[src/include/usb_defs.svh]
`ifndef USB_DEFS_SVH
`define USB_DEFS_SVH

// Fixed device identity since there is no enumeration
`define USB_DEV_ADDR 7'd5
`define USB_OUT_EP 4'd1

// Largest bulk payload in bytes (full speed)
`define USB_MAX_PACKET 64

// Packet FIFO size in bytes, room for two full packets
`define USB_FIFO_DEPTH 128

// Length of the PHY reset pulse in ulpi_clk cycles
`define PHY_RESET_CYCLES 16

`endif

[src/logic/ulpi_reset.sv]
`include "usb_defs.svh"

module ulpi_reset (
  input  logic ulpi_clk,
  input  logic reset_i,
  input  logic ulpi_dir_i,
  output logic ulpi_rst_o,
  output logic link_reset_o
);

  localparam int CW = $clog2(`PHY_RESET_CYCLES);

  typedef enum logic [1:0] {ST_PHY_RST, ST_WAIT_DIR, ST_RUN} state_e;

  state_e        state;
  logic [CW-1:0] count;

  always_ff @(posedge ulpi_clk) begin
    if (reset_i) begin
      state        <= ST_PHY_RST;
      count        <= '0;
      ulpi_rst_o   <= 1'b1;
      link_reset_o <= 1'b1;
    end else begin
      case (state)
        ST_PHY_RST: begin
          count <= count + 1'b1;
          if (count == CW'(`PHY_RESET_CYCLES - 1)) begin
            ulpi_rst_o <= 1'b0;
            state      <= ST_WAIT_DIR;
          end
        end
        // PHY holds dir high until its clock is stable
        ST_WAIT_DIR: begin
          if (!ulpi_dir_i) begin
            link_reset_o <= 1'b0;
            state        <= ST_RUN;
          end
        end
        default: ;  // Running, stay here until reset_i
      endcase
    end
  end

  a_link_after_phy: assert property (@(posedge ulpi_clk) disable iff (reset_i)
    $fell(link_reset_o) |-> !$past(ulpi_rst_o))
    else $error("Link reset released while PHY reset still active");

endmodule

[config.mk]
export PLATFORM = sky130hd
export DESIGN_NAME = ulpi_reset
export DESIGN_NICKNAME = d
export VERILOG_FILES = /design/src/logic/ulpi_reset.sv
export VERILOG_INCLUDE_DIRS = /design/src /design/src/include
export SDC_FILE = /design/constraint.sdc
export NUM_CORES = 1
export LEC_CHECK = 0
export ABC_CLOCK_PERIOD_IN_PS = 1400
export BUFFER_PORTS_ARGS = -buffer_cell sky130_fd_sc_hd__buf_4
export CAP_MARGIN = 20
export CORE_AREA = 3 3 40 42
export DETAILED_ROUTE_END_ITERATION = 16
export DIE_AREA = 0 0 43 45
export GPL_TIMING_DRIVEN = 0
export PLACE_DENSITY_LB_ADDON = 0.15
export RECOVER_POWER = 100
export SYNTH_ARGS = -nofsm -noshare
export SYNTH_HDL_FRONTEND = slang
export SYNTH_SLANG_ARGS = --single-unit
[constraint.sdc]
create_clock -name ulpi_clk -period 1.4 [get_ports ulpi_clk]
set_clock_uncertainty 0.2 [all_clocks]
set_input_delay 0.28 -clock ulpi_clk [delete_from_list [all_inputs] [get_ports ulpi_clk]]
set_output_delay 0.28 -clock ulpi_clk [all_outputs]
set_load 0.01 [all_outputs]
==> tab_implementation.tex <==
\begin{tabular}{lr}
\hline
Metric & Value \\
\hline
\multicolumn{2}{l}{\textbf{Synthesis}} \\
\quad Net count after synthesis & 37 \\
\quad Area fraction in and, or, nand and nor cells after synthesis & 0.1911 \\
\quad Post-synthesis register bit count & 8 \\
\quad Mapped Area & roughly 310 um\^{}2 \\
\quad Number of warnings reported in the yosys synthesis log & 0 \\
\quad Synth Area in Compound Gates & 0.1301 \\
\quad Adder-cell share of the synthesized area & 0.04065 \\
\quad Cell with the most instances after synthesis & sky130\_fd\_sc\_hd\_\_dfxtp\_1 \\
\quad Share of cell area taken by muxes after synthesis & 0.03659 \\
\quad Register area share after synthesis & 0.5203 \\
\quad Mean Syn Cell Area & a little over 9 um\^{}2 \\
\quad Area share of xor/xnor cells in the synthesized design & 0.05691 \\
\quad Gate Count Post-Synth & 33 \\
\quad Top cell types by occurrence after synthesis & sky130\_fd\_sc\_hd\_\_dfxtp\_1 (8), sky130\_fd\_sc\_hd\_\_nor2\_1 (5), sky130\_fd\_sc\_hd\_\_a21oi\_1 (3) \\
\quad Number of distinct library cells after synthesis & 15 \\
\quad Main combinational cell family by area after synthesis & simple AND/OR/NAND/NOR gates \\
\quad Post-synth EDFFs & 0 \\
\quad Ranking of synthesized cells by area & sky130\_fd\_sc\_hd\_\_dfxtp\_1 (52\%), sky130\_fd\_sc\_hd\_\_nor2\_1 (6.1\%), sky130\_fd\_sc\_hd\_\_xnor2\_1 (5.7\%) \\
\quad Portion of synthesized cell area occupied by the leading cell type & 0.5203 \\
\quad Async S/R FF share, synth & 0 \\
\quad Commonest register cell after synthesis & sky130\_fd\_sc\_hd\_\_dfxtp\_1 \\
\quad Most area-hungry cell type in the Yosys netlist & sky130\_fd\_sc\_hd\_\_dfxtp\_1 \\
\multicolumn{2}{l}{\textbf{Die}} \\
\quad Std-Cell Rows & 13 \\
\quad CORE AREA & 0.001285 mm\^{}2 \\
\quad Total Die Area & slightly below 0.002 mm\^{}2 \\
\quad Starting Density & 0.2395 \\
\quad Die width & $\sim$43 um \\
\quad Count of pins on the block boundary & 5 \\
\quad Die extent in y & 45 um \\
\multicolumn{2}{l}{\textbf{Worst setup path}} \\
\quad Max stage delay cell, worst path & sky130\_fd\_sc\_hd\_\_dfxtp\_1 \\
\quad Crit end category & register \\
\quad CP required & 1330 ps \\
\quad Chain of cells forming the critical path & nor2\_4, nand4\_1, mux2\_1 \\
\quad Critical path start-end classification & register to register \\
\quad Critical path data arrival time & around 1300 ps \\
\quad Largest delay contributor family on the critical path & flip-flops \\
\quad Slowest cell delay on critical path & between 300 and 400 ps \\
\quad Critical path buffers and inverters & 0 \\
\quad Critical path fanouts, max & 6 \\
\quad Type of origin of the critical path & register \\
\multicolumn{2}{l}{\textbf{Drt}} \\
\quad Pre-antenna DRT Iters & 2 \\
\quad Final antenna-violating net count & 0 \\
\quad Average routed wire per standard cell & 9.593 um \\
\quad Detailed-route via count & $\sim$230 \\
\quad Total Wirelength & 518 um \\
\quad Count of routing violations after the opening detailed-route iteration & 3 \\
\quad Via density per instance & 4.241 \\
\quad Remaining DRCs & 0 \\
\multicolumn{2}{l}{\textbf{Global routing}} \\
\quad Wire length of the first global-routing pass & about 920 um \\
\quad Grt total ovfl & 0 \\
\quad Largest net degree at the start of global routing & 10 \\
\quad Via count of the first global-routing pass & 240 \\
\quad Global routing usage summed across all routing layers & 0.06678 \\
\quad Antenna violations before repair & 0 \\
\multicolumn{2}{l}{\textbf{Clock network}} \\
\quad Clock root buffer & sky130\_fd\_sc\_hd\_\_clkbuf\_4 \\
\quad CTS tree & done \\
\quad Clock slew at reported path FFs & around 60 ps \\
\quad Clock insertion delay at the later pin of the skew report & around 250 ps \\
\quad Number of sinks handled by clock tree synthesis & 8 \\
\quad Maximum root-to-sink buffer count & 2 \\
\quad TritonCTS Buffers & 3 \\
\quad H-tree Lvls & 1 \\
\multicolumn{2}{l}{\textbf{Placed design}} \\
\quad Global placer's final weighted congestion & around 0.75 \\
\quad Post-Place Cells & 51 \\
\quad Number of input and output port buffers inserted & 3 \\
\multicolumn{2}{l}{\textbf{Cells and area}} \\
\quad Diodes inserted & 0 \\
\quad Final core occ & 0.2911 \\
\quad Layout cells sized above 1 & 0.1538 \\
\quad Number of non-filler instances in the completed layout & between 50 and 60 \\
\quad Signed area change from the synthesized netlist to the final layout & 21.54\% \\
\quad Nets & 45 \\
\multicolumn{2}{l}{\textbf{Timing}} \\
\quad Portion of the clock cycle consumed by the worst path in the final layout & 0.9449 \\
\quad Count of final hold-check violations & 0 \\
\quad Number of pins exceeding their max-slew limit in the final report & 0 \\
\quad Unrepaired setup endpoints after global routing & no \\
\quad Max-slew headroom at the worst pin & 0.7622 \\
\quad Count of final setup violators & 0 \\
\quad Time the worst path needs with I/O delays and setup & between 1000 and 1500 ps \\
\quad Transition time at the pin with the least slew margin & roughly 360 ps \\
\quad Achievable frequency & $\sim$760 MHz \\
\quad Accumulated negative setup slack & 0 ps \\
\multicolumn{2}{l}{\textbf{Worst hold path}} \\
\quad Worst hold path class & input pin to register \\
\multicolumn{2}{l}{\textbf{Status}} \\
\quad Result of the run & completed \\
\multicolumn{2}{l}{\textbf{Pwr}} \\
\quad Peak supply drop & between 0.4 and 0.5 mV \\
\quad Pwr/cell area & 1175 mW/mm\^{}2 \\
\quad Post-route total power & roughly 0.44 mW \\
\quad Leakage power & $\sim$0.15 nW \\
\multicolumn{2}{l}{\textbf{Run}} \\
\quad Max\_cap viols & 0 \\
\hline
\end{tabular}
[final cells by class]
| class | count | area [um^2] |
|---|---|---|
| Buffer | 1 | 3.754 |
| Inverter | 1 | 3.754 |
| Sequential cell | 8 | 160.2 |
| Tap cell | 15 | 18.77 |
| Multi-Input combinational cell | 23 | 150.1 |
| Fill cell | 141 | 910.9 |
| Timing Repair Buffer | 3 | 15.01 |
| Clock buffer | 3 | 22.52 |
[tightest hold or removal path, cell delays in order]
cell                      delay, ps
sky130_fd_sc_hd__buf_4           90
sky130_fd_sc_hd__nor2_1          30
sky130_fd_sc_hd__nand2_1         50
sky130_fd_sc_hd__a21o_1         100
[layer usage]
layer / GRT usage / vias up / part of all wire
li1: - / 126 / -
met1: 0.07039 / 101 / 0.47
met2: 0.09880 / 2 / 0.51
met3: 0.01195 / 0 / 0.021
met4: 0.09036 / 0 / 0
met5: 0 / - / 0
[per-stage QoR]
step | instance area [um^2] | worst slack, ps | hold WS, ps
3_5_place_dp | 349.1 | 53.09 | 241.0
6_report | 374.1 | 77.17 | 126.9
4_1_cts | 371.6 | 34.50 | 116.7
5_1_grt | 374.1 | 13.50 | 143.0
3_3_place_gp | 349.1 | 88.41 | 234.9
2_1_floorplan | 307.8 | 165.7 | 262.7
[path summary, 6_finish.rpt]
path | from | to | slack (ps) | cells after the start
setup reg to reg | state[0] | count[3] | 80 | 3
hold / removal | ulpi_dir_i | link_reset_o | 130 | 4
hold reg to reg | ulpi_rst_o | ulpi_rst_o | 250 | 1
setup / recovery | state[0] | count[3] | 80 | 3
[cell families after synthesis]
group,after synthesis
DFF,8
xor gates and xnor gates,2
buffers and inverters,2
AOI/OAI and AO/OA,7
adders and majority gates,1
muxes,1
and+or+nand+nor,12
[repair_timing]
| item | CTS | global route |
|---|---|---|
| endpoints found under the setup margin | 0 | 2 |
| hold buffers | 0 | 0 |
| gates resized for setup | 0 | 2 |
| setup buffers | 0 | 0 |
| hold endpoints to repair | 0 | 0 |
[flip-flops by register name, indices dropped and copies added, names as in the netlist]
signal        count
count             4
link_reset_o      1
state             2
ulpi_rst_o        1
[power breakdown]
group | internal (mW) | switching (mW)
registers | 0.236 | 0.00615
logic | 0.0124 | 0.0120
clock network | 0.0979 | 0.0753
[cells in the final DEF, fill, tap and decap left out, drive strengths merged]
cell type / n
dfxtp: 8
nor2: 6
clkbuf: 6
a21oi: 3
nand4: 2
a21o: 2
nand2: 2
o21ai: 2
xnor2: 2
inv: 1
nor2b: 1
mux2: 1
nor3b: 1
ha: 1
buf: 1
Power figures use the tool's default switching activity.
