### src/include/usb_defs.svh
`ifndef USB_DEFS_SVH
`define USB_DEFS_SVH

// Fixed device identity since there is no enumeration
`define USB_DEV_ADDR 7'd5
`define USB_OUT_EP 4'd1

// Largest bulk payload in bytes (full speed)
`define USB_MAX_PACKET 64

// Packet FIFO size in bytes, room for two full packets
`define USB_FIFO_DEPTH 128

// Length of the PHY reset pulse in ulpi_clk cycles
`define PHY_RESET_CYCLES 16

`endif

### src/logic/usb_pkg.sv
package usb_pkg;

  // 4-bit PID, the wire byte is {~pid, pid}
  typedef enum logic [3:0] {
    PID_OUT   = 4'b0001,
    PID_IN    = 4'b1001,
    PID_SOF   = 4'b0101,
    PID_SETUP = 4'b1101,
    PID_DATA0 = 4'b0011,
    PID_DATA1 = 4'b1011,
    PID_ACK   = 4'b0010,
    PID_NAK   = 4'b1010
  } usb_pid_e;

  typedef struct packed {
    logic [4:0] crc5;
    logic [3:0] endp;
    logic [6:0] addr;   // First on the wire
  } usb_token_t;

  typedef struct packed {
    logic [4:0]  crc5;
    logic [10:0] frame;
  } usb_sof_t;

  // Two body bytes after the PID, first byte in [7:0]
  typedef union packed {
    usb_token_t token;
    usb_sof_t   sof;
  } usb_token_u;

  // CRCs are kept bit-reversed so bytes feed in LSB first;
  // the sent CRC is the inverted register, low bits first
  localparam logic [4:0]  CRC5_INIT      = 5'h1f;
  localparam logic [4:0]  CRC5_RESIDUE   = 5'h06;
  localparam logic [15:0] CRC16_INIT     = 16'hffff;
  localparam logic [15:0] CRC16_RESIDUE  = 16'hb001;

  // Token CRC, nbits allows the 3-bit tail of an 11-bit field
  function automatic logic [4:0] crc5_step(input logic [4:0] crc, input logic [7:0] data,
                                           input int unsigned nbits = 8);
    logic [4:0] c;
    c = crc;
    for (int i = 0; i < 8; i++) begin
      if (i < nbits) begin
        if (c[0] ^ data[i])
          c = (c >> 1) ^ 5'h14;   // x^5 + x^2 + 1 reflected
        else
          c = c >> 1;
      end
    end
    return c;
  endfunction

  function automatic logic [15:0] crc16_step(input logic [15:0] crc, input logic [7:0] data);
    logic [15:0] c;
    c = crc;
    for (int i = 0; i < 8; i++) begin
      if (c[0] ^ data[i])
        c = (c >> 1) ^ 16'ha001;  // x^16 + x^15 + x^2 + 1 reflected
      else
        c = c >> 1;
    end
    return c;
  endfunction

endpackage

### src/logic/usb_packet_decoder.sv
module usb_packet_decoder (
  input  logic                ulpi_clk,
  input  logic                reset_i,
  input  logic                rx_valid_i,
  input  logic [7:0]          rx_data_i,
  input  logic                rx_active_i,
  output logic                tok_valid_o,
  output usb_pkg::usb_pid_e   tok_pid_o,
  output usb_pkg::usb_token_u tok_body_o,
  output logic                dat_valid_o,
  output logic [7:0]          dat_data_o,
  output logic                pkt_end_o,
  output logic                pkt_ok_o,
  output usb_pkg::usb_pid_e   pkt_pid_o,
  output logic                crc_error_o
);

  import usb_pkg::*;

  typedef enum logic [1:0] {ST_PID, ST_TOKEN, ST_DATA, ST_SKIP} state_e;

  state_e      state;
  logic        active_q;
  logic        pkt_done;
  logic        pid_good;
  usb_pid_e    pid_q;
  logic [1:0]  byte_cnt;     // Token body bytes or held data bytes
  logic        token_long;
  usb_token_u  body_q;
  logic [4:0]  crc5_q;
  logic [15:0] crc16_q;
  logic [7:0]  hold0;
  logic [7:0]  hold1;
  logic        tok_good;
  logic        dat_good;

  assign pkt_done = active_q && !rx_active_i;
  assign pid_good = (rx_data_i[7:4] == ~rx_data_i[3:0]);
  assign tok_good = (byte_cnt == 2'd2) && !token_long && (crc5_q == CRC5_RESIDUE);
  assign dat_good = (byte_cnt == 2'd2) && (crc16_q == CRC16_RESIDUE);

  always_ff @(posedge ulpi_clk) begin
    if (reset_i) begin
      state       <= ST_PID;
      active_q    <= 1'b0;
      tok_valid_o <= 1'b0;
      dat_valid_o <= 1'b0;
      pkt_end_o   <= 1'b0;
      crc_error_o <= 1'b0;
    end else begin
      active_q    <= rx_active_i;
      tok_valid_o <= 1'b0;
      dat_valid_o <= 1'b0;
      pkt_end_o   <= 1'b0;
      crc_error_o <= 1'b0;
      case (state)
        ST_PID: begin
          if (rx_valid_i) begin
            if (!pid_good) begin
              crc_error_o <= 1'b1;
              state       <= ST_SKIP;
            end else if (rx_data_i[1:0] == 2'b01) begin
              state <= ST_TOKEN;
            end else if (rx_data_i[1:0] == 2'b11) begin
              state <= ST_DATA;
            end else begin
              state <= ST_SKIP;      // Handshakes from the host are ignored
            end
          end
        end
        ST_TOKEN: begin
          if (pkt_done) begin
            crc_error_o <= !tok_good;
            tok_valid_o <= tok_good && (pid_q != PID_SOF);
            state       <= ST_PID;
          end
        end
        ST_DATA: begin
          if (pkt_done) begin
            pkt_end_o   <= 1'b1;
            crc_error_o <= !dat_good;
            state       <= ST_PID;
          end else if (rx_valid_i && byte_cnt == 2'd2) begin
            dat_valid_o <= 1'b1;     // Oldest held byte is payload
          end
        end
        default: begin
          if (pkt_done)
            state <= ST_PID;
        end
      endcase
    end
  end

  always_ff @(posedge ulpi_clk) begin
    if (state == ST_PID && rx_valid_i) begin
      pid_q      <= usb_pid_e'(rx_data_i[3:0]);
      byte_cnt   <= 2'd0;
      token_long <= 1'b0;
      crc5_q     <= CRC5_INIT;
      crc16_q    <= CRC16_INIT;
    end else if (rx_valid_i) begin
      crc5_q     <= crc5_step(crc5_q, rx_data_i);
      crc16_q    <= crc16_step(crc16_q, rx_data_i);
      body_q     <= {rx_data_i, body_q[15:8]};
      hold1      <= hold0;
      hold0      <= rx_data_i;
      dat_data_o <= hold1;
      if (byte_cnt == 2'd2)
        token_long <= 1'b1;
      else
        byte_cnt <= byte_cnt + 1'b1;
    end
    if (pkt_done) begin
      tok_pid_o  <= pid_q;
      tok_body_o <= body_q;
      pkt_pid_o  <= pid_q;
      pkt_ok_o   <= dat_good;
    end
  end

endmodule

### config.mk
export PLATFORM = sky130hd
export DESIGN_NAME = usb_packet_decoder
export DESIGN_NICKNAME = d
export VERILOG_FILES = /design/src/include/usb_defs.svh /design/src/logic/usb_pkg.sv /design/src/logic/usb_packet_decoder.sv
export SDC_FILE = /design/constraint.sdc
export NUM_CORES = 1
export LEC_CHECK = 0
export BUFFER_PORTS_ARGS = -buffer_cell sky130_fd_sc_hd__buf_2
export CORE_MARGIN = 4
export CORE_UTILIZATION = 56
export DETAILED_ROUTE_END_ITERATION = 6
export MAX_ROUTING_LAYER = met4
export PLACE_DENSITY = 0.84
export SLEW_MARGIN = 5
export SYNTH_ARGS = -nofsm -noshare
export SYNTH_HDL_FRONTEND = slang
export SYNTH_SLANG_ARGS = --single-unit
### constraint.sdc
create_clock -name ulpi_clk -period 3.11 [get_ports ulpi_clk]
set_clock_uncertainty 0.05 [all_clocks]
set_input_delay 0.622 -clock ulpi_clk [delete_from_list [all_inputs] [get_ports ulpi_clk]]
set_output_delay 0.622 -clock ulpi_clk [all_outputs]
set_load 0.02 [all_outputs]
==> results of run 1 <==
==> worst max-delay path, stage by stage, from the launching register on <==
cell and delay [ps]:
dfxtp_1 360, inv_1 100, ha_1 430, and2_0 550, o41ai_1 260, a211oi_1 270
==> through the flow <==
stage / total power [uW] / worst slack [ps] / instances / util, % / cell area, um^2
2_1_floorplan: 2160 / 667 / 233 / - / 3180
3_3_place_gp: 2300 / 937 / 345 / 62.7 / 3450
3_5_place_dp: 2340 / 894 / 345 / 62.7 / 3450
4_1_cts: 3170 / 977 / 361 / 66.7 / 3670
5_1_grt: 3320 / 858 / 361 / 66.7 / 3670
6_report: 3150 / 999 / 361 / 66.7 / 3670
==> final cells by class <==
| cell class | count | area, um^2 |
|---|---|---|
| repair buffers | 52 | 270 |
| clock inverters | 6 | 92.6 |
| well taps | 72 | 90.1 |
| flip-flops and latches | 80 | 2090 |
| multi-input cells | 133 | 970 |
| clock buffers | 10 | 128 |
| inverters | 8 | 30.0 |
| fillers | 394 | 1830 |
==> layer usage <==
metal  up-vias  global-route usage (%)  share of wire, %
li1        917                       -                 -
met3        10                    5.46               6.1
met2        58                    28.2                47
met5         -                       -                 0
met1       891                    22.2                45
met4         0                    8.32               1.9
==> state kept, by name, summed over array words and instances, names as in the netlist, 4 cells and up <==
register,cells
dat_data_o,8
tok_body_o,16
pid_q,4
pkt_pid_o,4
crc16_q,16
crc5_q,5
body_q,16
==> cell families (layout without fill, tap and decap cells) <==
family | count (synthesis) | count (layout) | share of synthesized area (%)
flops | 80 | 80 | 65.8
xor+xnor | 44 | 44 | 14.2
fa+ha+maj | 5 | 5 | 1.97
buf+inv | 20 | 76 | 3.78
compound gates | 35 | 35 | 6.49
simple gates | 49 | 49 | 7.79
==> placed cells by master (no fill, tap or decap), types with 2 or more instances in the layout <==
cell         n
a21oi_1     20
clkinvlp_4   2
ha_1         5
buf_4        4
nor2_1      25
o21ai_0      3
clkbuf_8     9
buf_2       48
edfxtp_1    49
nor4_1       2
nand2_1      6
xnor3_1      2
nor3_1       2
nor4bb_1     2
dfxtp_1     31
inv_1        8
xor2_1      10
xnor2_1     28
a31oi_1      3
xnor2_2      2
o31ai_1      2
bufinv_16    2
==> power by group <==
group	switching [uW]	internal, uW	leakage [uW]
Sequential	136	1310	0.000711
Combinational	433	440	0.000587
Clock	379	456	0.000103
==> how the worst max path moves through the flow <==
stage | start | end | slack (ps) | cells after the start
3_5_place_dp | rx_data_i[3] | crc16_q[15] | 890 | 6
6_report | state[0] | crc_error_o | 1000 | 5
4_1_cts | state[0] | crc_error_o | 980 | 5
2_1_floorplan | rx_active_i | crc_error_o | 670 | 4
3_3_place_gp | rx_data_i[3] | crc16_q[14] | 940 | 6
5_1_grt | state[0] | crc_error_o | 860 | 5
==> run_results.csv, run 1 <==
group,metric,value,unit
global_routing,grt_pass1_wl,9.49,mm
die,dieWidth,83.3,um
worst_setup_path,crit_type,"flop to flop",
die,die_area,0.00695,mm^2
drt,drt_wl_total,5.75,mm
sta,rsz0062_at_grt,"false",
worst_setup_path,reg2reg_to,"crc_error_o",
die,die_h,83.3,um
place,dp_hpwl,4.01,mm
global_routing,grt_use_total,18.3,%
synth,synth_edf_count,49,
cts,cts_resized,0,
cts,cts-buffers-inserted,9,
flow_run,drv_cap,0,
synth,ys_types,40,
die,core,0.00551,mm^2
drt,avgViaCountPerCell,5.20,
global_routing,grt_max_degree,24,
cts,postCtsSetupRepairBufs,0,
cts,clkLatencyLatePin,350,ps
final_layout,finalNetCount,301,
worst_setup_path,cp-end-kind,"flop",
power,pwr_density_cell,859,mW/mm^2
sta,drv_slew,0,
final_layout,antenna_cells,0,
synth,ys_warn_count,0,
cts,clk_pin_slew,80,ps
sta,finalHoldViolCount,0,
sta,slew_headroom,57.6,%
outcome,status,"completed",
sta,hold_slack,393,ps
cts,clock-sinks,80,
drt,post_drt_wl_per_cell,15.9,um
sta,fmax,474,MHz
drt,drt_iter0_drc,100,
synth,yosysMostFrequentCell,"edfxtp_1",
synth,synth_cells,233,
synth,synthesis.area,0.00318,mm^2
sta,tns,0,ps
die,placementRows,27,
synth,synth_commonest_cells,"edfxtp_1 (49), dfxtp_1 (31), xnor2_1 (28)",
synth,synth_area_leader_cell,"edfxtp_1",
hold_path,hold_depth,0,
power,irDropWorstVdd,0.399,mV
drt,detail-route-antenna-nets,0,
worst_setup_path,crit_path_start_kind,"flop",
drt,drc,0,
sta,setup_viol,0,
synth,ys.flop_type,"edfxtp_1",
global_routing,antenna_found_initial,0,
worst_setup_path,r2r_slack,1000,ps
global_routing,grt_overflow,0,
worst_setup_path,cp_max_fo,9,
place,port_buffers,48,
worst_setup_path,arrival,2320,ps
global_routing,grt_pass1_vias,1889,
synth,ys_ff_latch,80,
hold_path,holdPathEnd,"dat_data_o[3]",
place,place_congestion,0.905,
cts,htree_levels,3,
drt,drtPass1Iterations,4,
worst_setup_path,r2r.worst_path.cells,5,
hold_path,hold_class,"flop to flop",
synth,syn_nets,250,
cts,cts_tree,"built",
synth,synth_top_area_share,46.3,%
sta,min_period,2110,ps
final_layout,area_growth,15.5,%
die,io_pins,49,
synth,synth-seq-area-share,65.8,%
cts,clockBufferDepth,2,
sta,post-route-period-util,67.9,%
synth,async_reset_ff_share,0,%
worst_setup_path,rr_startpoint,"state[0]",
synth,avgSynthCellArea,13.6,um^2
drt,vias,1876,
final_layout,drive_above_1_share,25.6,%
hold_path,worstHoldStart,"body_q[3]",
synth,synth_area_leaders,"edfxtp_1 (46%), dfxtp_1 (20%), xnor2_1 (7.7%)",
die,start_util,57.7,%
cts,cts_root_buffer,"clkbuf_8",
worst_setup_path,cp_data_required_time,3320,ps
power,leakage,0.00140,uW
sta,worstMarginPinSlew,628,ps
cts,hold_buffers,0,
(Power assumes the default switching activity.)
==> run 2, diff against run 1 <==
--- a/config.mk
+++ b/config.mk
@@ -7,10 +7,10 @@
 export LEC_CHECK = 0
 export BUFFER_PORTS_ARGS = -buffer_cell sky130_fd_sc_hd__buf_2
 export CORE_MARGIN = 4
-export CORE_UTILIZATION = 56
+export CORE_UTILIZATION = 50
 export DETAILED_ROUTE_END_ITERATION = 6
 export MAX_ROUTING_LAYER = met4
-export PLACE_DENSITY = 0.84
+export PLACE_DENSITY = 0.79
 export SLEW_MARGIN = 5
 export SYNTH_ARGS = -nofsm -noshare
 export SYNTH_HDL_FRONTEND = slang
==> constraint.sdc (replaced) <==
create_clock -name ulpi_clk -period 1.9 [get_ports ulpi_clk]
set_clock_uncertainty 0.05 [all_clocks]
set_input_delay 0.38 -clock ulpi_clk [delete_from_list [all_inputs] [get_ports ulpi_clk]]
set_output_delay 0.38 -clock ulpi_clk [all_outputs]
set_load 0.02 [all_outputs]
==> run 2 against run 1 <==
  * Setup slack got worse by 880 ps
  * Die area increased by 11%
  * Combinational power increased by 86%
  * Non-clock buffer count increased by 19
  * Sequential power increased by 63%
  * Sequential share of layout area decreased by 2.4 points
  * Critical path type unchanged
  * Register-to-register slack got worse by 880 ps
  * Critical endpoint is now crc16_q[14]
  * Clock power increased by 53%
==> run_results.csv, run 2 (synthesis results as in run 1) <==
group,metric,value,unit
cts,cts_tree,"built",
flow_run,drv_cap,0,
global_routing,grt_pass1_wl,9.51,mm
power,power.total,5270,uW
final_layout,fillCellCount,448,
die,core,0.00606,mm^2
die,placementRows,28,
hold_path,hold_class,"primary input to flop",
worst_setup_path,path_delay_family,"XOR/XNOR gates",
final_layout,final_cell_mix,"edfxtp_1 (49), buf_2 (48), dfxtp_1 (31)",
worst_setup_path,crit_top_cell,"xor2_1",
final_layout,finalNonFillerCells,383,
worst_setup_path,rr_startpoint,"crc16_q[3]",
worst_setup_path,cp_data_required_time,2140,ps
drt,vias,1927,
outcome,status,"completed",
sta,setup_viol,0,
worst_setup_path,worst-path-buf-inv,0,
final_layout,antenna_cells,0,
power,leakage,0.00150,uW
cts,clk_pin_slew,90,ps
drt,drt_wl_total,5.83,mm
die,die_area,0.00770,mm^2
sta,post-route-period-util,93.7,%
sta,drv_slew,0,
die,io_pins,49,
final_layout,area_growth,20.6,%
place,port_buffers,48,
drt,drc,0,
drt,drtPass1Iterations,4,
die,die_h,87.7,um
worst_setup_path,crit_type,"flop to flop",
worst_setup_path,cp-end-kind,"flop",
worst_setup_path,cp_slowest_stage_delay,500,ps
cts,cts-buffers-inserted,9,
final_layout,finalNetCount,320,
die,start_util,52.5,%
cts,clkLatencyLatePin,350,ps
power,irDropWorstVdd,0.809,mV
hold_path,worstHoldStart,"rx_active_i",
drt,avgViaCountPerCell,5.03,
cts,htree_levels,3,
worst_setup_path,crit_chain,"xor2_1 > xnor2_1 > xnor3_2 > xor2_1 > a31oi_1",
worst_setup_path,arrival,2020,ps
sta,min_period,1780,ps
cts,clockBufferDepth,2,
place,dp_hpwl,4.21,mm
global_routing,grt_pass1_vias,1943,
final_layout,final_common_cell,"edfxtp_1",
place,placed_cells_incl_taps,366,
global_routing,grt_overflow,0,
sta,finalHoldViolCount,0,
sta,rsz0062_at_grt,"false",
die,dieWidth,87.7,um
drt,detail-route-antenna-nets,0,
cts,hold_buffers,0,
worst_setup_path,startpoint,"crc16_q[3]",
worst_setup_path,crit_path_start_kind,"flop",
global_routing,grt_use_total,17.0,%
final_layout,largestRegisters,"body_q (16), crc16_q (16), tok_body_o (16)",
worst_setup_path,worst_path_max_delay_cell,"xnor3_2",
sta,fmax,561,MHz
place,place_congestion,0.863,
power,pwr_density_cell,1380,mW/mm^2
worst_setup_path,cp_max_fo,3,
sta,worstMarginPinSlew,310,ps
drt,post_drt_wl_per_cell,15.2,um
global_routing,grt_max_degree,29,
sta,slew_headroom,79.2,%
drt,drt_iter0_drc,55,
cts,clock-sinks,80,
final_layout,drive_above_1_share,31.2,%
final_layout,post-route-util,63.3,%
global_routing,antenna_found_initial,0,
cts,cts_root_buffer,"clkbuf_8",
-- run 2: cell type report --
cell class / instances / area (um^2) / share of cell area, %
flip-flops and latches: 80 / 2090 / 54.6
multi-input cells: 133 / 983 / 25.7
repair buffers: 71 / 425 / 11.1
clock buffers: 9 / 124 / 3.23
well taps: 75 / 93.8 / 2.45
clock inverters: 7 / 85.1 / 2.22
inverters: 8 / 30.0 / 0.783
-- run 2: where the power goes --
group	internal, uW	leakage, uW	switching [uW]	total, uW
registers	2150	0.000711	221	2370
clock network	634	0.000100	651	1280
logic	862	0.000684	761	1620
total	3640	0.00150	1630	5270
-- run 2: per-stage QoR --
stage | instance area (um^2) | TNS, ps | hold slack [ps] | setup slack [ps]
2_1_floorplan | 3190 | 0 | 367 | 132
3_3_place_gp | 3600 | 0 | 372 | 25.9
3_5_place_dp | 3600 | -84.4 | 377 | -38.6
4_1_cts | 3810 | 0 | 160 | 10.1
5_1_grt | 3830 | 0 | 167 | 6.75
6_report | 3830 | 0 | 182 | 119
-- run 2: worst paths after layout --
kind	to	slack (ps)	depth (start not counted)
worst min-delay path	pkt_end_o	180	2
worst max register to register	crc16_q[14]	120	5
worst min register to register	body_q[0]	400	0
worst max-delay path	crc16_q[14]	120	5
-- run 2: per-layer routing --
metal	global-route usage, %	wire [um]
met5	-	0
met4	7.95	98
met3	4.05	345
met2	27.3	2910
met1	20.3	2470
-- run 2: what timing repair did --
action	4_1_cts	5_1_grt
endpoints found under the setup margin	0	2
hold endpoints to repair	0	0
resized for setup	0	2
buffers inserted	0	1
