$ cat src/include/usb_defs.svh
`ifndef USB_DEFS_SVH
`define USB_DEFS_SVH

// Fixed device identity since there is no enumeration
`define USB_DEV_ADDR 7'd5
`define USB_OUT_EP 4'd1

// Largest bulk payload in bytes (full speed)
`define USB_MAX_PACKET 64

// Packet FIFO size in bytes, room for two full packets
`define USB_FIFO_DEPTH 128

// Length of the PHY reset pulse in ulpi_clk cycles
`define PHY_RESET_CYCLES 16

`endif

$ cat src/logic/usb_pkg.sv
package usb_pkg;

  // 4-bit PID, the wire byte is {~pid, pid}
  typedef enum logic [3:0] {
    PID_OUT   = 4'b0001,
    PID_IN    = 4'b1001,
    PID_SOF   = 4'b0101,
    PID_SETUP = 4'b1101,
    PID_DATA0 = 4'b0011,
    PID_DATA1 = 4'b1011,
    PID_ACK   = 4'b0010,
    PID_NAK   = 4'b1010
  } usb_pid_e;

  typedef struct packed {
    logic [4:0] crc5;
    logic [3:0] endp;
    logic [6:0] addr;   // First on the wire
  } usb_token_t;

  typedef struct packed {
    logic [4:0]  crc5;
    logic [10:0] frame;
  } usb_sof_t;

  // Two body bytes after the PID, first byte in [7:0]
  typedef union packed {
    usb_token_t token;
    usb_sof_t   sof;
  } usb_token_u;

  // CRCs are kept bit-reversed so bytes feed in LSB first;
  // the sent CRC is the inverted register, low bits first
  localparam logic [4:0]  CRC5_INIT      = 5'h1f;
  localparam logic [4:0]  CRC5_RESIDUE   = 5'h06;
  localparam logic [15:0] CRC16_INIT     = 16'hffff;
  localparam logic [15:0] CRC16_RESIDUE  = 16'hb001;

  // Token CRC, nbits allows the 3-bit tail of an 11-bit field
  function automatic logic [4:0] crc5_step(input logic [4:0] crc, input logic [7:0] data,
                                           input int unsigned nbits = 8);
    logic [4:0] c;
    c = crc;
    for (int i = 0; i < 8; i++) begin
      if (i < nbits) begin
        if (c[0] ^ data[i])
          c = (c >> 1) ^ 5'h14;   // x^5 + x^2 + 1 reflected
        else
          c = c >> 1;
      end
    end
    return c;
  endfunction

  function automatic logic [15:0] crc16_step(input logic [15:0] crc, input logic [7:0] data);
    logic [15:0] c;
    c = crc;
    for (int i = 0; i < 8; i++) begin
      if (c[0] ^ data[i])
        c = (c >> 1) ^ 16'ha001;  // x^16 + x^15 + x^2 + 1 reflected
      else
        c = c >> 1;
    end
    return c;
  endfunction

endpackage

$ cat src/logic/usb_out_endpoint.sv
`include "usb_defs.svh"

module usb_out_endpoint (
  input  logic                ulpi_clk,
  input  logic                reset_i,
  input  logic                tok_valid_i,
  input  usb_pkg::usb_pid_e   tok_pid_i,
  input  usb_pkg::usb_token_u tok_body_i,
  input  logic                dat_valid_i,
  input  logic [7:0]          dat_data_i,
  input  logic                pkt_end_i,
  input  logic                pkt_ok_i,
  input  usb_pkg::usb_pid_e   pkt_pid_i,
  input  logic                hs_ready_i,
  output logic                hs_valid_o,
  output usb_pkg::usb_pid_e   hs_pid_o,
  output logic                blko_tvalid_o,
  input  logic                blko_tready_i,
  output logic                blko_tlast_o,
  output logic [7:0]          blko_tdata_o
);

  import usb_pkg::*;

  localparam int AW = $clog2(`USB_FIFO_DEPTH);
  localparam int PW = AW + 1;
  localparam int LW = $clog2(`USB_MAX_PACKET + 1);

  typedef enum logic [1:0] {ST_IDLE, ST_RECV, ST_DISCARD, ST_HS} state_e;

  state_e        state;
  logic          toggle;     // Expected DATA PID, 0 is DATA0
  logic [PW-1:0] wr_ptr;     // Tentative, rolls back on drop
  logic [PW-1:0] cmt_ptr;
  logic [PW-1:0] rd_ptr;
  logic [LW-1:0] rx_len;
  logic          overrun;
  logic          pend_v;
  logic [7:0]    pend_data;  // Last byte waits to learn its tlast
  logic [8:0]    fifo_mem [`USB_FIFO_DEPTH];
  logic [PW:0]   free_w;
  logic          our_out;
  logic          seq_ok;
  logic          commit;
  logic          wr_en;

  assign our_out = tok_valid_i && (tok_pid_i == PID_OUT) &&
                   (tok_body_i.token.addr == `USB_DEV_ADDR) &&
                   (tok_body_i.token.endp == `USB_OUT_EP);
  assign free_w  = (PW+1)'(`USB_FIFO_DEPTH) - {1'b0, cmt_ptr - rd_ptr};
  assign seq_ok  = (pkt_pid_i == (toggle ? PID_DATA1 : PID_DATA0));
  assign commit  = (state == ST_RECV) && pkt_end_i && pkt_ok_i && !overrun && seq_ok;
  assign wr_en   = (state == ST_RECV) && pend_v &&
                   ((dat_valid_i && rx_len != LW'(`USB_MAX_PACKET)) || commit);

  assign hs_valid_o    = (state == ST_HS);
  assign blko_tvalid_o = (rd_ptr != cmt_ptr);
  assign {blko_tlast_o, blko_tdata_o} = fifo_mem[rd_ptr[AW-1:0]];

  always_ff @(posedge ulpi_clk) begin
    if (reset_i) begin
      state    <= ST_IDLE;
      toggle   <= 1'b0;
      wr_ptr   <= '0;
      cmt_ptr  <= '0;
      rd_ptr   <= '0;
      rx_len   <= '0;
      overrun  <= 1'b0;
      pend_v   <= 1'b0;
      hs_pid_o <= PID_ACK;
    end else begin
      if (blko_tvalid_o && blko_tready_i)
        rd_ptr <= rd_ptr + 1'b1;
      if (wr_en)
        wr_ptr <= wr_ptr + 1'b1;
      if (state != ST_HS && our_out) begin
        wr_ptr  <= cmt_ptr;
        rx_len  <= '0;
        overrun <= 1'b0;
        pend_v  <= 1'b0;
        // Room for a full packet or NAK it
        state <= (free_w >= (PW+1)'(`USB_MAX_PACKET)) ? ST_RECV : ST_DISCARD;
      end else if (state != ST_HS && tok_valid_i) begin
        state <= ST_IDLE;    // Not for this endpoint
      end else begin
        case (state)
          ST_RECV: begin
            if (pkt_end_i) begin
              if (pkt_ok_i && !overrun) begin
                hs_pid_o <= PID_ACK;
                state    <= ST_HS;
                if (seq_ok) begin
                  toggle  <= !toggle;
                  cmt_ptr <= wr_ptr + PW'(pend_v);
                end else begin
                  wr_ptr <= cmt_ptr;   // Host missed our ACK, data is a repeat
                end
              end else begin
                wr_ptr <= cmt_ptr;
                state  <= ST_IDLE;
              end
            end else if (dat_valid_i) begin
              if (rx_len == LW'(`USB_MAX_PACKET)) begin
                overrun <= 1'b1;
              end else begin
                rx_len <= rx_len + 1'b1;
                pend_v <= 1'b1;
              end
            end
          end
          ST_DISCARD: begin
            if (pkt_end_i && pkt_ok_i) begin
              hs_pid_o <= PID_NAK;
              state    <= ST_HS;
            end else if (pkt_end_i) begin
              state <= ST_IDLE;
            end
          end
          ST_HS: begin
            if (hs_ready_i)
              state <= ST_IDLE;
          end
          default: ;
        endcase
      end
    end
  end

  always_ff @(posedge ulpi_clk) begin
    if (dat_valid_i)
      pend_data <= dat_data_i;
    if (wr_en)
      fifo_mem[wr_ptr[AW-1:0]] <= {commit, pend_data};
  end

  a_fifo_no_overflow: assert property (@(posedge ulpi_clk) disable iff (reset_i)
    wr_en |-> (wr_ptr - rd_ptr) < PW'(`USB_FIFO_DEPTH))
    else $error("Packet FIFO overflow");

endmodule

$ cat config.mk
export PLATFORM = sky130hd
export DESIGN_NAME = usb_out_endpoint
export DESIGN_NICKNAME = d
export VERILOG_FILES = /design/src/logic/usb_pkg.sv /design/src/logic/usb_out_endpoint.sv
export VERILOG_INCLUDE_DIRS = /design/src /design/src/include
export SDC_FILE = /design/constraint.sdc
export NUM_CORES = 1
export LEC_CHECK = 0
export BUFFER_PORTS_ARGS = -buffer_cell sky130_fd_sc_hd__buf_2
export CORE_ASPECT_RATIO = 0.75
export CORE_UTILIZATION = 58
export CTS_CLUSTER_SIZE = 30
export DETAILED_ROUTE_END_ITERATION = 7
export GPL_TIMING_DRIVEN = 1
export HOLD_SLACK_MARGIN = 0.08
export PLACE_DENSITY = 0.74
export SLEW_MARGIN = 5
export SYNTH_ARGS = -nofsm -noshare
export SYNTH_HDL_FRONTEND = slang
export SYNTH_SLANG_ARGS = --single-unit
$ cat constraint.sdc
create_clock -name ulpi_clk -period 3.73 [get_ports ulpi_clk]
set_input_delay 0.746 -clock ulpi_clk [delete_from_list [all_inputs] [get_ports ulpi_clk]]
set_output_delay 0.746 -clock ulpi_clk [all_outputs]
set_load 0.01 [all_outputs]
==> results of run 1 <==
how the worst max path moves through the flow:
stage	startpoint	to	slack (ns)	cells past startpoint
5_1_grt	register	blko_tdata_o[4]	-0.53	10
3_3_place_gp	register	blko_tdata_o[1]	-0.01	9
6_report	register	blko_tdata_o[4]	-0.47	10
4_1_cts	register	blko_tdata_o[1]	-0.47	10
2_1_floorplan	pkt_end_i	fifo_mem[0][8]$_DFFE_PP_	0.60	4
3_5_place_dp	register	blko_tdata_o[2]	-0.07	9
where the power goes:
group / internal, mW / switching [mW]
clock network: 6.41 / 4.83
registers: 14.9 / 0.0299
logic: 0.0640 / 0.323
total: 21.4 / 5.18
layer usage:
| metal | vias to the layer above | part of all wire [%] |
|---|---|---|
| li1 | 10500 | - |
| met1 | 13000 | 40 |
| met2 | 1434 | 47 |
| met3 | 210 | 11 |
| met4 | 0 | 2.6 |
| met5 | - | 0 |
layout make-up:
| class | instances | area, µm² |
|---|---|---|
| clock inverter | 63 | 644 |
| sequential | 1204 | 35700 |
| multi-input combinational | 1049 | 11100 |
| fill | 4795 | 25600 |
| inverter | 16 | 62.6 |
| clock buffer | 139 | 2910 |
| tap | 1058 | 1320 |
| timing repair buffer | 334 | 3180 |
state kept, by name (all words and copies together), names as in the netlist, named ones only:
name and cells:
rx_len 7, pend_data 8, state 2, rd_ptr 8, hs_pid_o 1, wr_ptr 8, cmt_ptr 8, toggle 1
fifo_mem 1152, pend_v 1, overrun 1
metrics by stage:
stage                     setup WS (ns)  setup TNS, ns  hold WS, ns  instance area, µm²
after floorplan                   0.604              0        0.469               47200
after global routing             -0.532          -4.45        0.199               54900
after CTS                        -0.466          -3.67        0.204               54800
after detailed placement        -0.0686         -0.119        0.493               50100
after global placement          -0.0129        -0.0129        0.487               50100
final                            -0.474          -3.81        0.229               54900
synthesized netlist by cell type, drive strengths merged (5+ instances only):
library cell,n,area [µm²]
nor2,209,785
xor2,13,114
clkbuf,57,215
a21oi,34,170
mux2,73,822
xnor2,17,149
nor2b,10,62.6
inv,16,60.1
nor3,12,60.1
nor3b,5,37.5
nand3b,5,53.8
mux4,216,4860
mux2i,76,761
a211oi,7,52.6
ha,13,163
o22ai,28,175
or2,5,31.3
a221oi,18,183
nand4,11,75.1
edfxtp,1160,34800
a221o,18,180
a22oi,90,676
dfxtp,44,881
nand2,26,97.6
o221ai,27,236
a22o,18,158
nand3,20,100
o21ai,43,215
buf,85,517
timing repair:
item                                    in CTS  in global routing
buffers inserted                            30                 10
endpoints found under the setup margin       9                  9
cloned                                      10                  0
gates resized for setup                    103                 23
pin swaps                                   25                  8
logic make-up after synthesis:
group / share of synthesized area [%]
AO/OA/AOI/OAI: 4.72
XOR/XNOR: 0.557
adder cells (fa/ha/maj): 0.387
buffers and inverters: 1.68
flip-flops: 75.7
multiplexers: 13.7
other: 0.0159
AND/OR/NAND/NOR: 3.26
==> results list, run 1 <==
* Period minus WS final: 4.20 ns
- After detailed routing, the average wire length per cell comes to 28.6 µm.
- Signal arrival time at the worst endpoint: 3.46 ns
- In this run the count of I/O pins placed on the die edge is 55.
- The count of pins over their slew limit came to 0.
* Violated checks: setup timing
- Outcome: complete, but fails checks
- Initial Util: slightly below 60%
* CP peak stage delay: 0.55 ns
* Total design power: 26.5 mW
- For met3 alone, demand over resource in global routing was 5.64%.
- TritonCTS built the clock tree.
- FF-to-FF path depth: 9
- Vias per cell: 6.50
- The number of antenna violations at the first check in global routing was 0.
- The endpoint identified for the worst register-to-register timing path is fifo_mem[56][3]$_DFFE_PP_.
- Number of clock sinks: 1204
* Initial DRT Pass Iterations: 6
- Worst voltage drop across the vdd grid: roughly 0.55 mV
- The worst setup path is of the register to primary output kind.
* Worst max-slew margin expressed relative to the limit: 10.7%
- Setup repair after global routing missed its margin: true
* Share of synthesized flip-flops with an asynchronous set or reset: 0%
* Global-route met1 utilization: slightly above 40%
- Cells fill between 60% and 70% of the core in the end.
- The detailed router finished its first iteration with 3561 violations.
- Average footprint of a synthesized cell: 19.6 µm²
- The mapped netlist covers approximately 47000 µm².
- The tree is rooted in a sky130_fd_sc_hd__clkbuf_16.
- Clock slew seen by the registers of the worst setup and hold paths: roughly 0.07 ns
- Launch instance of the worst register-to-register path: rx_len[0]$_SDFFE_PP0P_
* Top_reg_cell synth: sky130_fd_sc_hd__edfxtp_1
* Number of global-route vias before repair: around 25k
- Met2 routing resource usage after global routing: 41.0%
* Classification of the worst-slack hold path: input pin to register
* Hold-fix buffer count after cts: 0
* Final Non-Filler Cells: a little under 4k
* CP Capture Type: primary output
- TritonCTS Buffers: roughly 110
* Number of rows created at floorplan: 90
- Measured along the y axis, the die boundary spans 249 µm.
* Largest buffer count on any clock path: 3
- Hold Crit Endpoint: pend_data[5]$_DFFE_PP_
- Yosys warning total: 0
- # nets final: ~2.8k
* Standard cell with the maximum stage delay on the critical path: sky130_fd_sc_hd__mux4_2
- Summed over all nets, the half-perimeter wirelength after detailed placement is 63.3 mm.
* Layer with the highest usage after global routing: met2
* Transition time of the tightest slew-check pin: 1.34 ns
- Achievable Freq: ~240 MHz
* CP delay by family, top: compound AO/OA/AOI/OAI gates
- The die covers a little over 80000 µm².
- FF-to-FF setup slack: 0.61 ns
* GR Overflow Total: 0
- Layout-stage area growth over the synthesis result: 16.5%
- Across the run, the number of max-cap violations was 0.
- The H-tree was split into 3 levels.
* Cells after synthesis: 2410
- In this run the remaining antenna-violating nets after routing total 0.
* Fin worst setup slack: -0.474 ns
* Maximum number of pins on one net before global-route repair: around 130
- Power spread over the standard cell area amounts to 483 nW/µm².
* Sort of element at the start of the critical path: register
- Setup violations remaining at the end of the flow were counted as 9.
- Leakage power: between 15 and 20 nW
- Critical path peak fanout: 6
- Synthesis instantiated 64 different standard cells from the library.
* Final hold violations: 0
* Proportion of layout cells with a drive suffix above 1: 30.6%
- Routed Wire Length: 110 mm
* FF+latch count, synth: between 1k and 1.5k
- The worst hold path begins at dat_data_i[5].
* Commonest non-fill, non-tap cell in the layout: sky130_fd_sc_hd__edfxtp_1
- In this run the tool buffered the top-level ports with between 40 and 50 buffer cells.
* Cell-by-cell listing of the critical path: buf_12 -> bufbuf_16 -> mux4_2 -> a22o_2 -> a221oi_4 -> o22ai_4 -> nor3_2 -> buf_4 -> o221ai_4 -> buf_6
- Setup Skew: 0.0271 ns
* Hold depth: 1
- Leading cell types in the layout, fill and taps excluded: 1160 x sky130_fd_sc_hd__edfxtp_1, 233 x sky130_fd_sc_hd__buf_4, 216 x sky130_fd_sc_hd__mux4_2, 205 x sky130_fd_sc_hd__nor2_1, 111 x sky130_fd_sc_hd__clkbuf_16
- Counting flops with a built-in enable in the synthesized netlist gives 1160.
* Part of the Yosys area used for sequential elements: 75.7%
- Routability cong.: around 0.9
- Worst Path Required: 2.98 ns
- Of the available clock period, the critical path in the final layout requires 113%.
- Total global routing track utilization: between 20% and 30%
- Vias after detailed routing: 25.1k
* Core Footprint: 80500 µm²
- For this run, design rule violations remaining after detail routing come to 0.
* Chip Width: approximately 330 µm
* Buf/Inv on CP: 4
- Count of inserted antenna diode cells: 0
- After detailed placement, the design holds a cell count of 3612.
- For the worst-skew pair, the clock arrives at the later sink with an insertion delay of 0.70 ns.
- Wire length of the first global-routing pass: 164 mm
Note: power is estimated with default switching activity, not from simulation.
==> run 2, diff against run 1 <==
--- a/config.mk
+++ b/config.mk
@@ -8,12 +8,12 @@
 export LEC_CHECK = 0
 export BUFFER_PORTS_ARGS = -buffer_cell sky130_fd_sc_hd__buf_2
 export CORE_ASPECT_RATIO = 0.75
-export CORE_UTILIZATION = 58
+export CORE_UTILIZATION = 45
 export CTS_CLUSTER_SIZE = 30
 export DETAILED_ROUTE_END_ITERATION = 7
 export GPL_TIMING_DRIVEN = 1
 export HOLD_SLACK_MARGIN = 0.08
-export PLACE_DENSITY = 0.74
+export PLACE_DENSITY = 0.6
 export SLEW_MARGIN = 5
 export SYNTH_ARGS = -nofsm -noshare
 export SYNTH_HDL_FRONTEND = slang
==> results list, run 2 (synthesized netlist as in run 1, its figures left out) <==
* Outcome: complete, but fails checks (unchanged)
* Violated checks: setup timing (unchanged)
* Number of placed instances, taps included: 3982 (was 3612)
- The total placed instance area was 50800 µm² (was 50100 µm²).
* Chip Width: 376 µm (was 331 µm)
* Proportion of layout cells with a drive suffix above 1: 31.1% (was 30.6%)
* Final Instance Area: 55600 µm² (was 54900 µm²)
- Leading cell types in the layout, fill and taps excluded: 1160 x sky130_fd_sc_hd__edfxtp_1, 253 x sky130_fd_sc_hd__buf_4, 216 x sky130_fd_sc_hd__mux4_2, 207 x sky130_fd_sc_hd__nor2_1, 117 x sky130_fd_sc_hd__clkbuf_16 (was 1160 x sky130_fd_sc_hd__edfxtp_1, 233 x sky130_fd_sc_hd__buf_4, 216 x sky130_fd_sc_hd__mux4_2, 205 x sky130_fd_sc_hd__nor2_1, 111 x sky130_fd_sc_hd__clkbuf_16)
- Number of H-tree levels: 3 (unchanged)
- The final-report setup violation count was 9 (unchanged).
- Number of clock sinks: 1204 (unchanged)
- The CTS tree was built (unchanged).
- The total wirelength of the detailed-routed design was 112 mm (was 110 mm).
- Worst voltage drop across the vdd grid: 0.402 mV (was 0.546 mV)
- The filler cell count in the final layout was 8024 (was 4795).
- Hold-fix buffer count after cts: 0 (unchanged)
- The area inside the core boundary is 104000 µm² (was 80500 µm²).
* Initial DRT Pass Iterations: 5 (was 6)
- The number of flip-flops under the largest register name is 1152 (unchanged).
- The footprint of the multi-input gates is 11100 µm² (about the same).
- The element type at the critical path start was a register (unchanged).
- Commonest non-fill, non-tap cell in the layout: sky130_fd_sc_hd__edfxtp_1 (unchanged)
* Area occupied by registers: 35700 µm² (unchanged)
- Initial drt markers: 2387 (was 3561)
- Fin worst setup slack: -0.491 ns (was -0.474 ns)
- Worst Path Required: 2.98 ns (about the same)
* Die footprint: 106000 µm² (was 82500 µm²)
- The mean routed wirelength per cell came to 26.4 µm (was 28.6 µm).
* Signal arrival time at the worst endpoint: 3.48 ns (was 3.46 ns)
- Vias per cell: 5.76 (was 6.50)
* Count of inserted antenna diode cells: 0 (unchanged)
- The synthesis-to-layout area growth is 17.9% (was 16.5%).
- Total global routing track utilization: 21.1% (was 27.0%)
* Port-buffer cells: 46 (unchanged)
- Worst max-slew margin expressed relative to the limit: 29.1% (was 10.7%)
* Clock slew seen by the registers of the worst setup and hold paths: 0.06 ns (was 0.07 ns)
- The global-route congestion overflow total is 0 (unchanged).
- Worst setup path category: register to primary output (unchanged)
* Setup repair after global routing missed its margin: true (unchanged)
* Transition time of the tightest slew-check pin: 1.06 ns (was 1.34 ns)
- Initial Util: 45.6% (was 58.6%)
- The number of cell rows was 102 (was 90).
- Detail Placement HPWL: 66.3 mm (was 63.3 mm)
- Share of the clock period used by the worst path after layout: 113% (about the same)
* Leakage power: 17.2 nW (was 17.0 nW)
- The nature of the critical path endpoint is a primary output (unchanged).
- Height of the die: 282 µm (was 249 µm)
- The number of global-route vias before repair was 24.6k (was 25.1k).
- The highest fanout seen on the critical path came to 6 (unchanged).
- The number of antenna violations at the first check in global routing came to 0 (unchanged).
* Period minus WS final: 4.22 ns (was 4.20 ns)
* Setup Skew: 0.0143 ns (was 0.0271 ns)
* Maximum number of pins on one net before global-route repair: 129 (unchanged)
- # nets final: 2795 (was 2767)
* Residual DRC: 0 (unchanged)
- Wire length of the first global-routing pass: 163 mm (was 164 mm)
- Final Non-Filler Cells: 4243 (was 3863)
- Routability cong.: 0.849 (was 0.876)
- Final hold violations: 0 (unchanged)
* Vias after detailed routing: 24.4k (was 25.1k)
- The clock insertion delay at the later pin of the skew report is 0.71 ns (was 0.70 ns).
* Final antenna-violating net count: 0 (unchanged)
- Total count of max-transition violations in the final report: 0 (unchanged)
* I/O pin total: 55 (unchanged)
- The fmax is 237 MHz (was 238 MHz).
* Largest buffer count on any clock path: 3 (unchanged)
- CTS Root Buffer Type: sky130_fd_sc_hd__clkbuf_16 (unchanged)
- TritonCTS Buffers: 114 (was 108)
- The number of maximum-capacitance violations is 0 (unchanged).
* Classification of the worst-slack hold path: input pin to register (unchanged)
- The areal power density over the cells was 476 nW/µm² (was 483 nW/µm²).
[run 2: per-stage QoR]
stage          util, %  hold WS [ns]  power, mW  setup WS (ns)  setup TNS [ns]
3_3_place_gp      49.1         0.484       15.6         -0.266          -0.270
2_1_floorplan        -         0.469       15.4          0.604               0
5_1_grt           53.7         0.163       27.2         -0.575           -4.82
6_report          53.7         0.206       26.5         -0.491           -3.99
3_5_place_dp      49.1         0.496       15.6         -0.226          -0.249
4_1_cts           53.5         0.152       26.7         -0.509           -4.48
[run 2: worst max-delay path: stages, from the launching register on]
cell and delay [ns]:
sky130_fd_sc_hd__dfxtp_4 0.41, sky130_fd_sc_hd__buf_12 0.14, sky130_fd_sc_hd__buf_12 0.15, sky130_fd_sc_hd__buf_12 0.13, sky130_fd_sc_hd__mux4_2 0.50, sky130_fd_sc_hd__a22o_1 0.24
sky130_fd_sc_hd__a221oi_2 0.23, sky130_fd_sc_hd__buf_4 0.19, sky130_fd_sc_hd__o22ai_4 0.07, sky130_fd_sc_hd__nor3_2 0.13, sky130_fd_sc_hd__buf_4 0.15, sky130_fd_sc_hd__o221ai_2 0.10
sky130_fd_sc_hd__buf_6 0.18, sky130_fd_sc_hd__buf_6 0.12
[run 2: worst paths after layout]
| kind | start | end | slack (ns) | cells after the start |
|---|---|---|---|---|
| setup reg to reg | rx_len[2]$_SDFFE_PP0P_ | fifo_mem[49][1]$_DFFE_PP_ | 0.73 | 8 |
| hold / removal | dat_data_i[5] | pend_data[5]$_DFFE_PP_ | 0.21 | 1 |
| hold reg to reg | rx_len[6]$_SDFFE_PP0P_ | rx_len[6]$_SDFFE_PP0P_ | 0.52 | 2 |
| setup / recovery | register | blko_tlast_o | -0.49 | 13 |
[run 2: layout make-up]
type | count | area share (%)
Inverter | 16 | 0.112
Clock buffer | 138 | 5.33
Multi-Input combinational cell | 1049 | 20.0
Tap cell | 1404 | 3.16
Timing Repair Buffer | 356 | 6.09
Clock inverter | 76 | 1.12
Sequential cell | 1204 | 64.2
[run 2: layer usage]
| layer | vias up | global-route usage [%] | wire (µm) |
|---|---|---|---|
| met4 | 0 | 5.25 | 2260 |
| li1 | 10600 | - | - |
| met5 | - | 0 | 0 |
| met1 | 12900 | 31.1 | 49800 |
| met2 | 823 | 32.6 | 52000 |
| met3 | 146 | 4.02 | 7900 |
[run 2: power by group]
part           leakage (nW)  switching [mW]  internal [mW]  total, mW
Sequential             10.5          0.0356           14.9       14.9
Clock                  1.75            5.00           6.15       11.2
Combinational          4.89           0.328         0.0701      0.398
[run 2: timing repair]
| item | CTS | global route |
|---|---|---|
| setup endpoints to repair | 9 | 9 |
| buffers inserted | 23 | 13 |
| pin swaps | 23 | 7 |
| cloned | 8 | 3 |
| gates resized for setup | 84 | 23 |
